File: src/rtl/pipeCtrlPkg.sv
// Pipeline control package
// ISA field types, opcode values and the control structs shared by the hazard logic
package pipeCtrlPkg;

  //////////////////////////////////////////////////
  // ISA field types
  //////////////////////////////////////////////////
  typedef logic [15:0] instrT;   // Op [15:12], rd [11:8], rs [7:4], rt [3:0]
  typedef logic [3:0]  regIdxT;  // One of sixteen registers, r0 reads as zero
  typedef logic [3:0]  opcodeT;  // Top nibble of the instruction word

  //////////////////////////////////////////////////
  // Opcode values
  //////////////////////////////////////////////////
  // ALU group
  localparam opcodeT ADD    = 4'h0;
  localparam opcodeT SUB    = 4'h1;
  localparam opcodeT XOR    = 4'h2;
  localparam opcodeT RED    = 4'h3;
  localparam opcodeT SLL    = 4'h4;
  localparam opcodeT SRA    = 4'h5;
  localparam opcodeT ROR    = 4'h6;
  localparam opcodeT PADDSB = 4'h7;
  // Memory and byte loads
  localparam opcodeT LW     = 4'h8;
  localparam opcodeT SW     = 4'h9;
  localparam opcodeT LLB    = 4'hA;
  localparam opcodeT LHB    = 4'hB;
  // Control flow
  localparam opcodeT B      = 4'hC;
  localparam opcodeT BR     = 4'hD;
  localparam opcodeT PCS    = 4'hE;
  localparam opcodeT HLT    = 4'hF;

  //////////////////////////////////////////////////
  // Control structs
  //////////////////////////////////////////////////
  // Everything the decode stage knows about its instruction
  typedef struct packed {
    regIdxT srcReg1;    // First register read, zero when unused
    regIdxT srcReg2;    // Second register read, zero when unused
    regIdxT rd;         // Destination register
    logic   regWrite;   // Writes rd at WB
    logic   memEnable;  // Touches data memory
    logic   memWrite;   // Store
    logic   zEn;        // Updates Z flag
    logic   nvEn;       // Updates N and V flags
    logic   branch;     // B or BR
    logic   br;         // Register-indirect branch
  } decodedT;

  // Fields carried through ID/EX and EX/MEM
  typedef struct packed {
    regIdxT rd;
    logic   regWrite;
    logic   memEnable;
    logic   memWrite;
    logic   zEn;
    logic   nvEn;
  } stageCtrlT;

  localparam stageCtrlT BUBBLE = '0;  // NOP in a stage register

  // Stall and flush strobes for PC and the four pipeline registers
  typedef struct packed {
    logic pcStall;
    logic ifIdStall;
    logic idExStall;
    logic exMemStall;
    logic memFlush;    // NOP into MEM/WB
    logic idFlush;     // NOP into ID/EX
    logic ifFlush;     // NOP into IF/ID
  } hazardCtrlT;

endpackage

File: src/rtl/instrDecoder.sv
// Instruction decoder
// Splits the IF/ID word into register reads, destination and control bits
module instrDecoder import pipeCtrlPkg::*; (
  input  instrT   instr,    // Word sitting in IF/ID
  output decodedT decoded   // Fields seen by the control pipe and hazard unit
);

  //////////////////////////////////////////////////
  // Raw instruction fields
  //////////////////////////////////////////////////
  opcodeT op;
  regIdxT rdIdx;
  regIdxT rsIdx;
  regIdxT rtIdx;

  assign op    = instr[15:12];
  assign rdIdx = instr[11:8];
  assign rsIdx = instr[7:4];
  assign rtIdx = instr[3:0];

  //////////////////////////////////////////////////
  // Opcode decode
  //////////////////////////////////////////////////
  // Source fields stay zero unless the opcode really reads them,
  // since r0 never counts as a dependency
  always_comb begin
    decoded = '0;  // HLT and anything unlisted do nothing
    case (op)
      ADD, SUB, PADDSB: begin
        decoded.srcReg1  = rsIdx;
        decoded.srcReg2  = rtIdx;
        decoded.rd       = rdIdx;
        decoded.regWrite = 1'b1;
        decoded.zEn      = 1'b1;
        decoded.nvEn     = 1'b1;  // Arithmetic sets all three flags
      end
      XOR, RED, SLL, SRA, ROR: begin
        decoded.srcReg1  = rsIdx;
        decoded.srcReg2  = rtIdx;
        decoded.rd       = rdIdx;
        decoded.regWrite = 1'b1;
        decoded.zEn      = 1'b1;  // Logic and shifts only touch Z
      end
      LW: begin
        decoded.srcReg1   = rsIdx;  // Base address
        decoded.rd        = rdIdx;
        decoded.regWrite  = 1'b1;
        decoded.memEnable = 1'b1;
      end
      SW: begin
        decoded.srcReg1   = rsIdx;  // Base address
        decoded.srcReg2   = rdIdx;  // Store data lives in the rd field
        decoded.memEnable = 1'b1;
        decoded.memWrite  = 1'b1;
      end
      LLB, LHB: begin
        // Byte loads merge into the old value of rd
        decoded.srcReg1  = rdIdx;
        decoded.rd       = rdIdx;
        decoded.regWrite = 1'b1;
      end
      B: begin
        decoded.branch = 1'b1;  // Condition codes only
      end
      BR: begin
        decoded.srcReg1 = rsIdx;  // Target register
        decoded.branch  = 1'b1;
        decoded.br      = 1'b1;
      end
      PCS: begin
        decoded.rd       = rdIdx;  // Saves PC+2
        decoded.regWrite = 1'b1;
      end
      HLT: begin
        decoded = '0;
      end
      default: begin
        decoded = '0;
      end
    endcase
  end

endmodule

File: src/rtl/ctrlPipe.sv
// Control pipeline
// ID/EX and EX/MEM control registers that track the instructions in flight
module ctrlPipe import pipeCtrlPkg::*; (
  input  logic       clk,
  input  logic       rstN,
  input  decodedT    decoded,     // From the decoder this cycle
  input  hazardCtrlT hazardCtrl,  // Only the ID/EX and EX/MEM strobes are used
  output stageCtrlT  idEx,        // Instruction now in EX
  output stageCtrlT  exMem        // Instruction now in MEM
);

  //////////////////////////////////////////////////
  // Strobes and next-state values
  //////////////////////////////////////////////////
  logic      idExStall;
  logic      exMemStall;
  logic      idFlush;
  stageCtrlT nextIdEx;  // Decoded fields that travel down the pipe

  assign idExStall  = hazardCtrl.idExStall;
  assign exMemStall = hazardCtrl.exMemStall;
  assign idFlush    = hazardCtrl.idFlush;

  // Drop the decode-only fields
  assign nextIdEx = '{
    rd:        decoded.rd,
    regWrite:  decoded.regWrite,
    memEnable: decoded.memEnable,
    memWrite:  decoded.memWrite,
    zEn:       decoded.zEn,
    nvEn:      decoded.nvEn
  };

  //////////////////////////////////////////////////
  // ID/EX register
  //////////////////////////////////////////////////
  // Stall wins over flush so a frozen pipe keeps its contents
  always_ff @(posedge clk or negedge rstN) begin
    if (!rstN) begin
      idEx <= BUBBLE;
    end else if (idExStall) begin
      idEx <= idEx;            // Hold during a D-cache miss
    end else if (idFlush) begin
      idEx <= BUBBLE;          // Hazard in decode inserts a NOP
    end else begin
      idEx <= nextIdEx;
    end
  end

  //////////////////////////////////////////////////
  // EX/MEM register
  //////////////////////////////////////////////////
  always_ff @(posedge clk or negedge rstN) begin
    if (!rstN) begin
      exMem <= BUBBLE;
    end else if (!exMemStall) begin
      exMem <= idEx;  // Advance a stage
    end
  end

  //////////////////////////////////////////////////
  // Checks
  //////////////////////////////////////////////////
  // The hazard unit ties idExStall to exMemStall, so a stall on
  // ID/EX must freeze both stage registers together
  stallHolds: assert property (
    @(posedge clk) disable iff (!rstN)
      idExStall |=> $stable({idEx, exMem})
  ) else $error("stage register changed while stalled");

endmodule

File: src/rtl/hazardUnit.sv
// Hazard unit
// Detects load-to-use, B and BR hazards and forms the stall and flush strobes
module hazardUnit import pipeCtrlPkg::*; (
  input  logic       clk,         // Checks only
  input  logic       rstN,        // Checks only
  input  decodedT    decoded,     // Instruction in decode
  input  stageCtrlT  idEx,        // Instruction in EX
  input  stageCtrlT  exMem,       // Instruction in MEM
  input  logic       icacheMiss,
  input  logic       dcacheMiss,
  input  logic       updatePc,    // Taken branch redirects fetch
  output hazardCtrlT hazardCtrl
);

  //////////////////////////////////////////////////
  // Hazard terms
  //////////////////////////////////////////////////
  logic idExLoad;    // LW sitting in EX
  logic idExFlags;   // EX instruction updates condition codes
  logic exToIdBr;    // EX writes the BR target register
  logic memToIdBr;   // MEM writes the BR target register
  logic loadUseHaz;
  logic bHaz;
  logic brHaz;
  logic anyHaz;

  assign idExLoad  = idEx.memEnable & ~idEx.memWrite;
  assign idExFlags = idEx.zEn | idEx.nvEn;

  // SW data through srcReg2 is covered by MEM-to-MEM forwarding
  assign loadUseHaz = idExLoad && (idEx.rd != '0) &&
                      ((idEx.rd == decoded.srcReg1) ||
                       ((idEx.rd == decoded.srcReg2) && !decoded.memWrite));

  // Flags not settled yet
  assign bHaz = decoded.branch & idExFlags;

  assign exToIdBr  = idEx.regWrite && (idEx.rd != '0) && (idEx.rd == decoded.srcReg1);
  assign memToIdBr = exMem.regWrite && (exMem.rd != '0) && (exMem.rd == decoded.srcReg1);

  // BR needs both its flags and its target register
  assign brHaz = decoded.branch & decoded.br & (idExFlags | exToIdBr | memToIdBr);

  assign anyHaz = loadUseHaz | bHaz | brHaz;

  //////////////////////////////////////////////////
  // Stall and flush strobes
  //////////////////////////////////////////////////
  logic pcStall;
  logic ifIdStall;
  logic idExStall;
  logic exMemStall;
  logic memFlush;
  logic idFlush;
  logic ifFlush;

  assign exMemStall = dcacheMiss;               // D-cache miss freezes the back end
  assign idExStall  = exMemStall;
  assign memFlush   = dcacheMiss;               // NOP into MEM/WB while waiting
  assign ifIdStall  = exMemStall | anyHaz;      // Hold decode on a hazard
  assign pcStall    = icacheMiss | ifIdStall;

  // Bubble into EX only when EX itself is moving
  assign idFlush = anyHaz & ~idExStall;

  // Kill the fetched word unless decode is holding it
  assign ifFlush = (icacheMiss | updatePc) & ~ifIdStall;

  assign hazardCtrl = '{
    pcStall:    pcStall,
    ifIdStall:  ifIdStall,
    idExStall:  idExStall,
    exMemStall: exMemStall,
    memFlush:   memFlush,
    idFlush:    idFlush,
    ifFlush:    ifFlush
  };

  //////////////////////////////////////////////////
  // Checks
  //////////////////////////////////////////////////
  // A register is never asked to both hold and take a NOP
  noIdFlushOnStall: assert property (
    @(posedge clk) disable iff (!rstN)
      !(hazardCtrl.idFlush && hazardCtrl.idExStall)
  ) else $error("idFlush with idExStall");

  noIfFlushOnStall: assert property (
    @(posedge clk) disable iff (!rstN)
      !(hazardCtrl.ifFlush && hazardCtrl.ifIdStall)
  ) else $error("ifFlush with ifIdStall");

endmodule

File: src/rtl/pipeCtrlTop.sv
// Pipeline hazard control top
// Decoder, control pipeline and hazard unit for the five-stage pipe
module pipeCtrlTop import pipeCtrlPkg::*; (
  input  logic       clk,
  input  logic       rstN,
  input  instrT      instr,       // Word in IF/ID
  input  logic       icacheMiss,
  input  logic       dcacheMiss,
  input  logic       updatePc,
  output hazardCtrlT hazardCtrl   // Strobes for the current cycle
);

  //////////////////////////////////////////////////
  // Internal connections
  //////////////////////////////////////////////////
  decodedT   decoded;  // Combinational decode of instr
  stageCtrlT idEx;     // EX stage control
  stageCtrlT exMem;    // MEM stage control

  // Decode
  instrDecoder dec0 (
    .instr   (instr),
    .decoded (decoded)
  );

  // Execute, instructions in flight
  ctrlPipe pipe0 (
    .clk        (clk),
    .rstN       (rstN),
    .decoded    (decoded),
    .hazardCtrl (hazardCtrl),  // Fed back from haz0
    .idEx       (idEx),
    .exMem      (exMem)
  );

  // Result strobes
  hazardUnit haz0 (
    .clk        (clk),
    .rstN       (rstN),
    .decoded    (decoded),
    .idEx       (idEx),
    .exMem      (exMem),
    .icacheMiss (icacheMiss),
    .dcacheMiss (dcacheMiss),
    .updatePc   (updatePc),
    .hazardCtrl (hazardCtrl)
  );

endmodule

File: config.mk
export PLATFORM = sky130hd
export DESIGN_NAME = pipeCtrlTop
export DESIGN_NICKNAME = d
export VERILOG_FILES = /design/src/rtl/pipeCtrlPkg.sv /design/src/rtl/instrDecoder.sv /design/src/rtl/ctrlPipe.sv /design/src/rtl/hazardUnit.sv /design/src/rtl/pipeCtrlTop.sv
export SDC_FILE = /design/constraint.sdc
export NUM_CORES = 1
export LEC_CHECK = 0
export BUFFER_PORTS_ARGS = -buffer_cell sky130_fd_sc_hd__buf_2
export CAP_MARGIN = 20
export CORE_MARGIN = 2
export CORE_UTILIZATION = 55
export DETAILED_ROUTE_END_ITERATION = 16
export GPL_ROUTABILITY_DRIVEN = 1
export PLACE_DENSITY = 0.91
export SLEW_MARGIN = 25
export SYNTH_ARGS = -nofsm -noshare
export SYNTH_HDL_FRONTEND = slang
export SYNTH_SLANG_ARGS = --single-unit
File: constraint.sdc
create_clock -name clk -period 5.8 [get_ports clk]
set_clock_uncertainty 0.1 [all_clocks]
set_input_delay 0.29 -clock clk [delete_from_list [all_inputs] [get_ports clk]]
set_output_delay 0.29 -clock clk [all_outputs]
set_load 0.05 [all_outputs]
# After elaboration in Yosys (flattened, before gate mapping)
# Cells that the tools add are included.
[totals] out_inout_bits=7 inputBits=21 wordCells=71 ff_bits=14
[classes] reduce_logical=19 eq_ne=17 bitwise_logic=17 mux=10
[op_table] op="$eq 4x4->1 const B" n=7
[op_table] op="$eq 4x3->1 const B" n=4
[op_table] op="$pmux 4 s2" n=2
[op_table] op="$eq 4x4->1" n=3
[op_table] op="$reduce_or 12->1" n=1
[op_table] op="$reduce_or 11->1" n=1
[op_table] op="$mux 9" n=1
[op_table] op="$eq 4x2->1 const B" n=2
[op_table] op="$or 1x1->1" n=8
[op_table] op="$reduce_bool 4->1" n=2
[op_table] op="$reduce_or 8->1" n=1
[op_table] op="$logic_and 1x1->1" n=7
[op_table] op="$and 1x1->1" n=6
[op_table] op="$mux 1" n=6
[op_table] op="$reduce_or 2->1" n=3
[op_table] op="$mux 5" n=1
[op_table] op="$eq 4x1->1 const B" n=1
[op_table] op="$logic_not 4->1" n=1
[op_table] op="$not 1->1" n=3
[op_table] op="$reduce_or 3->1" n=1
[op_table] op="$logic_not 1->1" n=1
[op_table] op="$logic_or 1x1->1" n=1

# Longest topological paths before layout
[depth] depth_word=12 depth_mapped=9 depth_no_buf=7

# Cells and area by module
# A second synthesis with hierarchy kept.
[unflattened] cells_unflattened=139 hier_area_um2=1322.5
[modules_own_cells] mod="ctrlPipe" n_inst=1 area_each_um2=748.2 cells_per_inst=56 seq_area_each_um2=450.4
[modules_own_cells] mod="hazardUnit" n_inst=1 area_each_um2=319.1 cells_per_inst=44 seq_area_each_um2=0.0
[modules_own_cells] mod="instrDecoder" n_inst=1 area_each_um2=255.2 cells_per_inst=39 seq_area_each_um2=0.0

# Worst setup path before layout
# No wires, ideal clock.
[synth_timing] kind="reg-to-output" start="register, netlist name pipe0.idEx[6]" end="output port hazardCtrl[0] (netlist bit)" path_buffers=2 t_required_ns=5.410 slack_ns=3.169 arrival_time_ns=2.241 stages_incl_launch_ff=10 cell_sequence="dfrtp_1 -> buf_2 -> or4_1 -> and3b_1 -> a21boi_0 -> a31oi_1 -> a21boi_2 -> nor2b_1 -> o211a_1 -> buf_4"
[synth_between] elab_chain_cells=10 word_cells_on_any_way=17 cone_classes="eq/ne: 2; bitwise: 8; reduce/logical: 7"
[synth_rtl] item="$reduce_bool 4->1" line="hazardUnit.sv:31, hazardUnit.sv:38"
[synth_rtl] item="$logic_and 1x1->1 (2 in a row)" line="hazardUnit.sv:38" rtl="assign exToIdBr = idEx.regWrite && (idEx.rd != '0) && (idEx.rd == decoded.srcReg1);"
[synth_rtl] item="$or 1x1->1 (2 in a row)" line="hazardUnit.sv:42" rtl="assign brHaz = decoded.branch & decoded.br & (idExFlags | exToIdBr | memToIdBr);"
[synth_rtl] item="$and 1x1->1" line="hazardUnit.sv:42"
[synth_rtl] item="$or 1x1->1 *" line="hazardUnit.sv:44" rtl="assign anyHaz = loadUseHaz | bHaz | brHaz;"
[synth_rtl] item="$or 1x1->1 *" line="hazardUnit.sv:60" rtl="assign ifIdStall = exMemStall | anyHaz;"
[synth_rtl] item="$not 1->1 *" line="hazardUnit.sv:67" rtl="assign ifFlush = (icacheMiss | updatePc) & ~ifIdStall;"
[synth_rtl] item="$and 1x1->1 *" line="hazardUnit.sv:67"
[synth_rtl] item="end, declared" line="pipeCtrlTop.sv:10" rtl="output hazardCtrlT hazardCtrl"
# Every way passes the cells marked *; elsewhere a longest branch is shown, timed or not.

==> key figures <==
Status
  • Outcome: completed

Die
  • Die X: 46.6 µm
  • Boundary pin count: 28
  • Row count: 15
  • Die Span Y: 46.6 µm
  • Initial Utilization: roughly three fifths
  • Core area: 0.00171 mm²
  • Die area: 0.00217 mm²

Route
  • Drt total wl: roughly 2400 µm
  • First DRT Iteration DRCs: 24
  • Antenna Nets Post-Route: 0
  • Vias/cell: approximately 6.0
  • Drt pass-1 iters: 4
  • DR WL/cell: around 16 µm
  • # DRC: 0
  • Routed vias: 877

Pwr
  • Switch share: 33.5%
  • Comb pwr share: 30.0%
  • Clock Power Share: 25.5%
  • Seq pwr share: 44.5%
  • Pwr per Cell Area: ~250 mW/mm²
  • Static Leak: about 0.49 nW
  • Worst vdd ir: 156 µV
  • P_sw: 0.0920 mW
  • PnR Total Power: 0.275 mW
  • Cell internal pwr: 0.183 mW

Place
  • Hpwl dp: 1770 µm
  • Post-Place Cell Area: 0.00107 mm²
  • IO Port Bufs: 27
  • Routability cong.: 0.871

Finish
  • Fillers: 146
  • Synth-to-Final Area Change: 11.9%
  • Most common cell after layout, fill and taps aside: buf_2
  • # nets final: 144
  • Diodes inserted: 0
  • Most frequent cells in the layout: 27 x buf_2, 14 x dfrtp_1, 9 x xnor2_1
  • Share of layout cells above drive strength 1: between 30% and 40%
  • Design Area, Final: 0.00111 mm²

Worst setup path
  • CP endpoint kind: output port
  • Startpoint types: register
  • WP data required: around 5.4 ns
  • Critical Path AT: about 2.9 ns
  • Crit-path max FO: 7
  • Critical path type: register to output port
  • Flop2flop setup slack: approximately 3.2 ns

STA
  • # setup viols final: 0
  • Final cycle utilization of the critical path: between 50% and 60%
  • RSZ-0062 raised after global routing: false
  • Hold_ws: 0.145 ns
  • Min Tclk post-route: 3.27 ns
  • Endpoints failing hold: 0
  • Fmax: 0.306 GHz
  • Slew Viols, Final: 0
  • Worst rel slew slack: between 70% and 80%
  • Worst-margin pin slew: 0.407 ns
  • Setup TNS: 0 ns

Logic synthesis
  • #FFs+latches synth: 14
  • Syn nets: 123
  • Syn Inst Count: 102
  • Post-Syn Area: 996 µm²
  • Syn. warnings: 0
  • Syn avg cell area: between 9 and 10 µm²
  • Synth cell types: 36
  • Share of the yosys chip area belonging to registers: approximately a third
  • Area leader, netlist: dfrtp_1
  • Synth top area share: a little over a third
  • Area contributors post-synth: dfrtp_1 35%, xnor2_1 7.9%, buf_4 6.8%, mux2_2 5.7%, a22o_1 4.4%

Global routing
  • Vias in the first global route: 839
  • Antenna violations before repair: 0
  • Largest net degree at the start of global routing: 24
  • GRT Total Usage: 24.8%
  • First-pass GRT wire length: 3730 µm
  • GRT overflow: 0

CTS
  • Clk root buf: clkbuf_4
  • H-tree Lvls: 1
  • Clk buf depth: 2
  • Inserted Clock Buffers: 3
  • Post-CTS Setup Bufs: 0
  • Clock transition at path regs: 0.09 ns
  • Clock sink count: 14
  • Clk_lat worst skew: 0.28 ns
  • TritonCTS clock tree: done

Worst hold path
  • Min-delay worst type: input pin to register

Flow run
  • MaxCap Viol Count: 0
## power by group through the flow
stage          sequential (mW)  combinational, mW  clock, mW
2_1_floorplan            0.117             0.0691          0
4_1_cts                  0.122             0.0824     0.0706
5_1_grt                  0.124             0.0891     0.0768
6_report                 0.122             0.0826     0.0700
3_5_place_dp             0.124             0.0808          0
3_3_place_gp             0.123             0.0774          0
## cell type report
class / count / area (µm²) / share of cell area (%)
Clock buffer: 4 / 36.3 / 3.25
Tap cell: 25 / 31.3 / 2.81
Sequential cell: 14 / 350 / 31.4
Multi-Input combinational cell: 76 / 552 / 49.5
Timing Repair Buffer: 28 / 145 / 13.0
## cell families (layout without fill, tap and decap cells)
family / count (synthesis) / in the layout / share of synthesized area [%]
DFF: 14 / 14 / 35.2
AOI/OAI and AO/OA: 29 / 29 / 21.5
and+or+nand+nor: 32 / 32 / 19.5
muxes: 5 / 5 / 5.65
xor gates and xnor gates: 10 / 10 / 8.79
buffers and inverters: 12 / 32 / 9.42
## final timing paths
path                                            from                         to  depth (start not counted)
min in group asynchronous                       rstN  pipe0.idEx[5]$_DFFE_PN0N_                          2
max                        pipe0.idEx[5]$_DFFE_PN0N_              hazardCtrl[0]                          8
min                                        instr[11]  pipe0.idEx[8]$_DFFE_PN0N_                          2
min reg2reg                pipe0.idEx[0]$_DFFE_PN0N_  pipe0.idEx[0]$_DFFE_PN0N_                          1
max in group asynchronous                       rstN  pipe0.idEx[1]$_DFFE_PN0N_                          2
max reg2reg                pipe0.idEx[5]$_DFFE_PN0N_  pipe0.idEx[7]$_DFFE_PN0N_                          7
## flip-flops by register name (all words and copies together) (netlist names)
| register | flops |
|---|---|
| pipe0.exMem | 5 |
| pipe0.idEx | 9 |
## metrics by stage
| step | instances | setup slack (ns) | util, % |
|---|---|---|---|
| after CTS | 147 | 2.55 | 65.3 |
| after floorplan | 102 | 3.17 | - |
| after global routing | 147 | 2.37 | 65.3 |
| final | 147 | 2.53 | 65.3 |
| after global placement | 142 | 2.92 | 62.6 |
| after detailed placement | 142 | 2.87 | 62.6 |
## worst max-delay path: stages, from the launching register on
cell and delay (ns):
dfrtp_1 0.48, or4_1 0.59, and3b_1 0.22, a21boi_0 0.13, a31oi_1 0.17, a21boi_2 0.34, nor2b_1 0.25, o211a_1 0.16
buf_2 0.25
## synth_stat cells
master / count
a21boi_0: 2
a21boi_2: 1
a21o_1: 1
a21oi_1: 1
a21oi_2: 1
a22o_1: 5
a22oi_1: 1
a311o_1: 1
a31oi_1: 3
a32o_1: 1
a32oi_1: 3
and2_1: 1
and3b_1: 2
buf_2: 1
buf_4: 9
buf_6: 1
dfrtp_1: 14
dlygate4sd3_1: 1
mux2_2: 5
nand2_1: 6
nand2b_1: 1
nand3_1: 3
nand3b_1: 2
nand4_1: 1
nor2_1: 8
nor2b_1: 1
nor3_1: 1
nor3b_1: 1
nor4_4: 1
nor4bb_1: 2
o211a_1: 1
o21ai_0: 6
o21ai_1: 2
or4_1: 2
xnor2_1: 9
xor2_1: 1
## per-layer routing
layer	global-route usage, %	wire length [µm]	vias to the layer above
met5	0	0	-
met4	6.86	19	0
met3	5.49	162	4
met2	44.7	1250	36
met1	29.1	946	421
li1	-	-	416
## timing repair
action	4_1_cts	5_1_grt
endpoints found under the hold margin	14	0
hold buffers	1	0
gates resized for setup	0	0
Power figures use the tool's default switching activity.
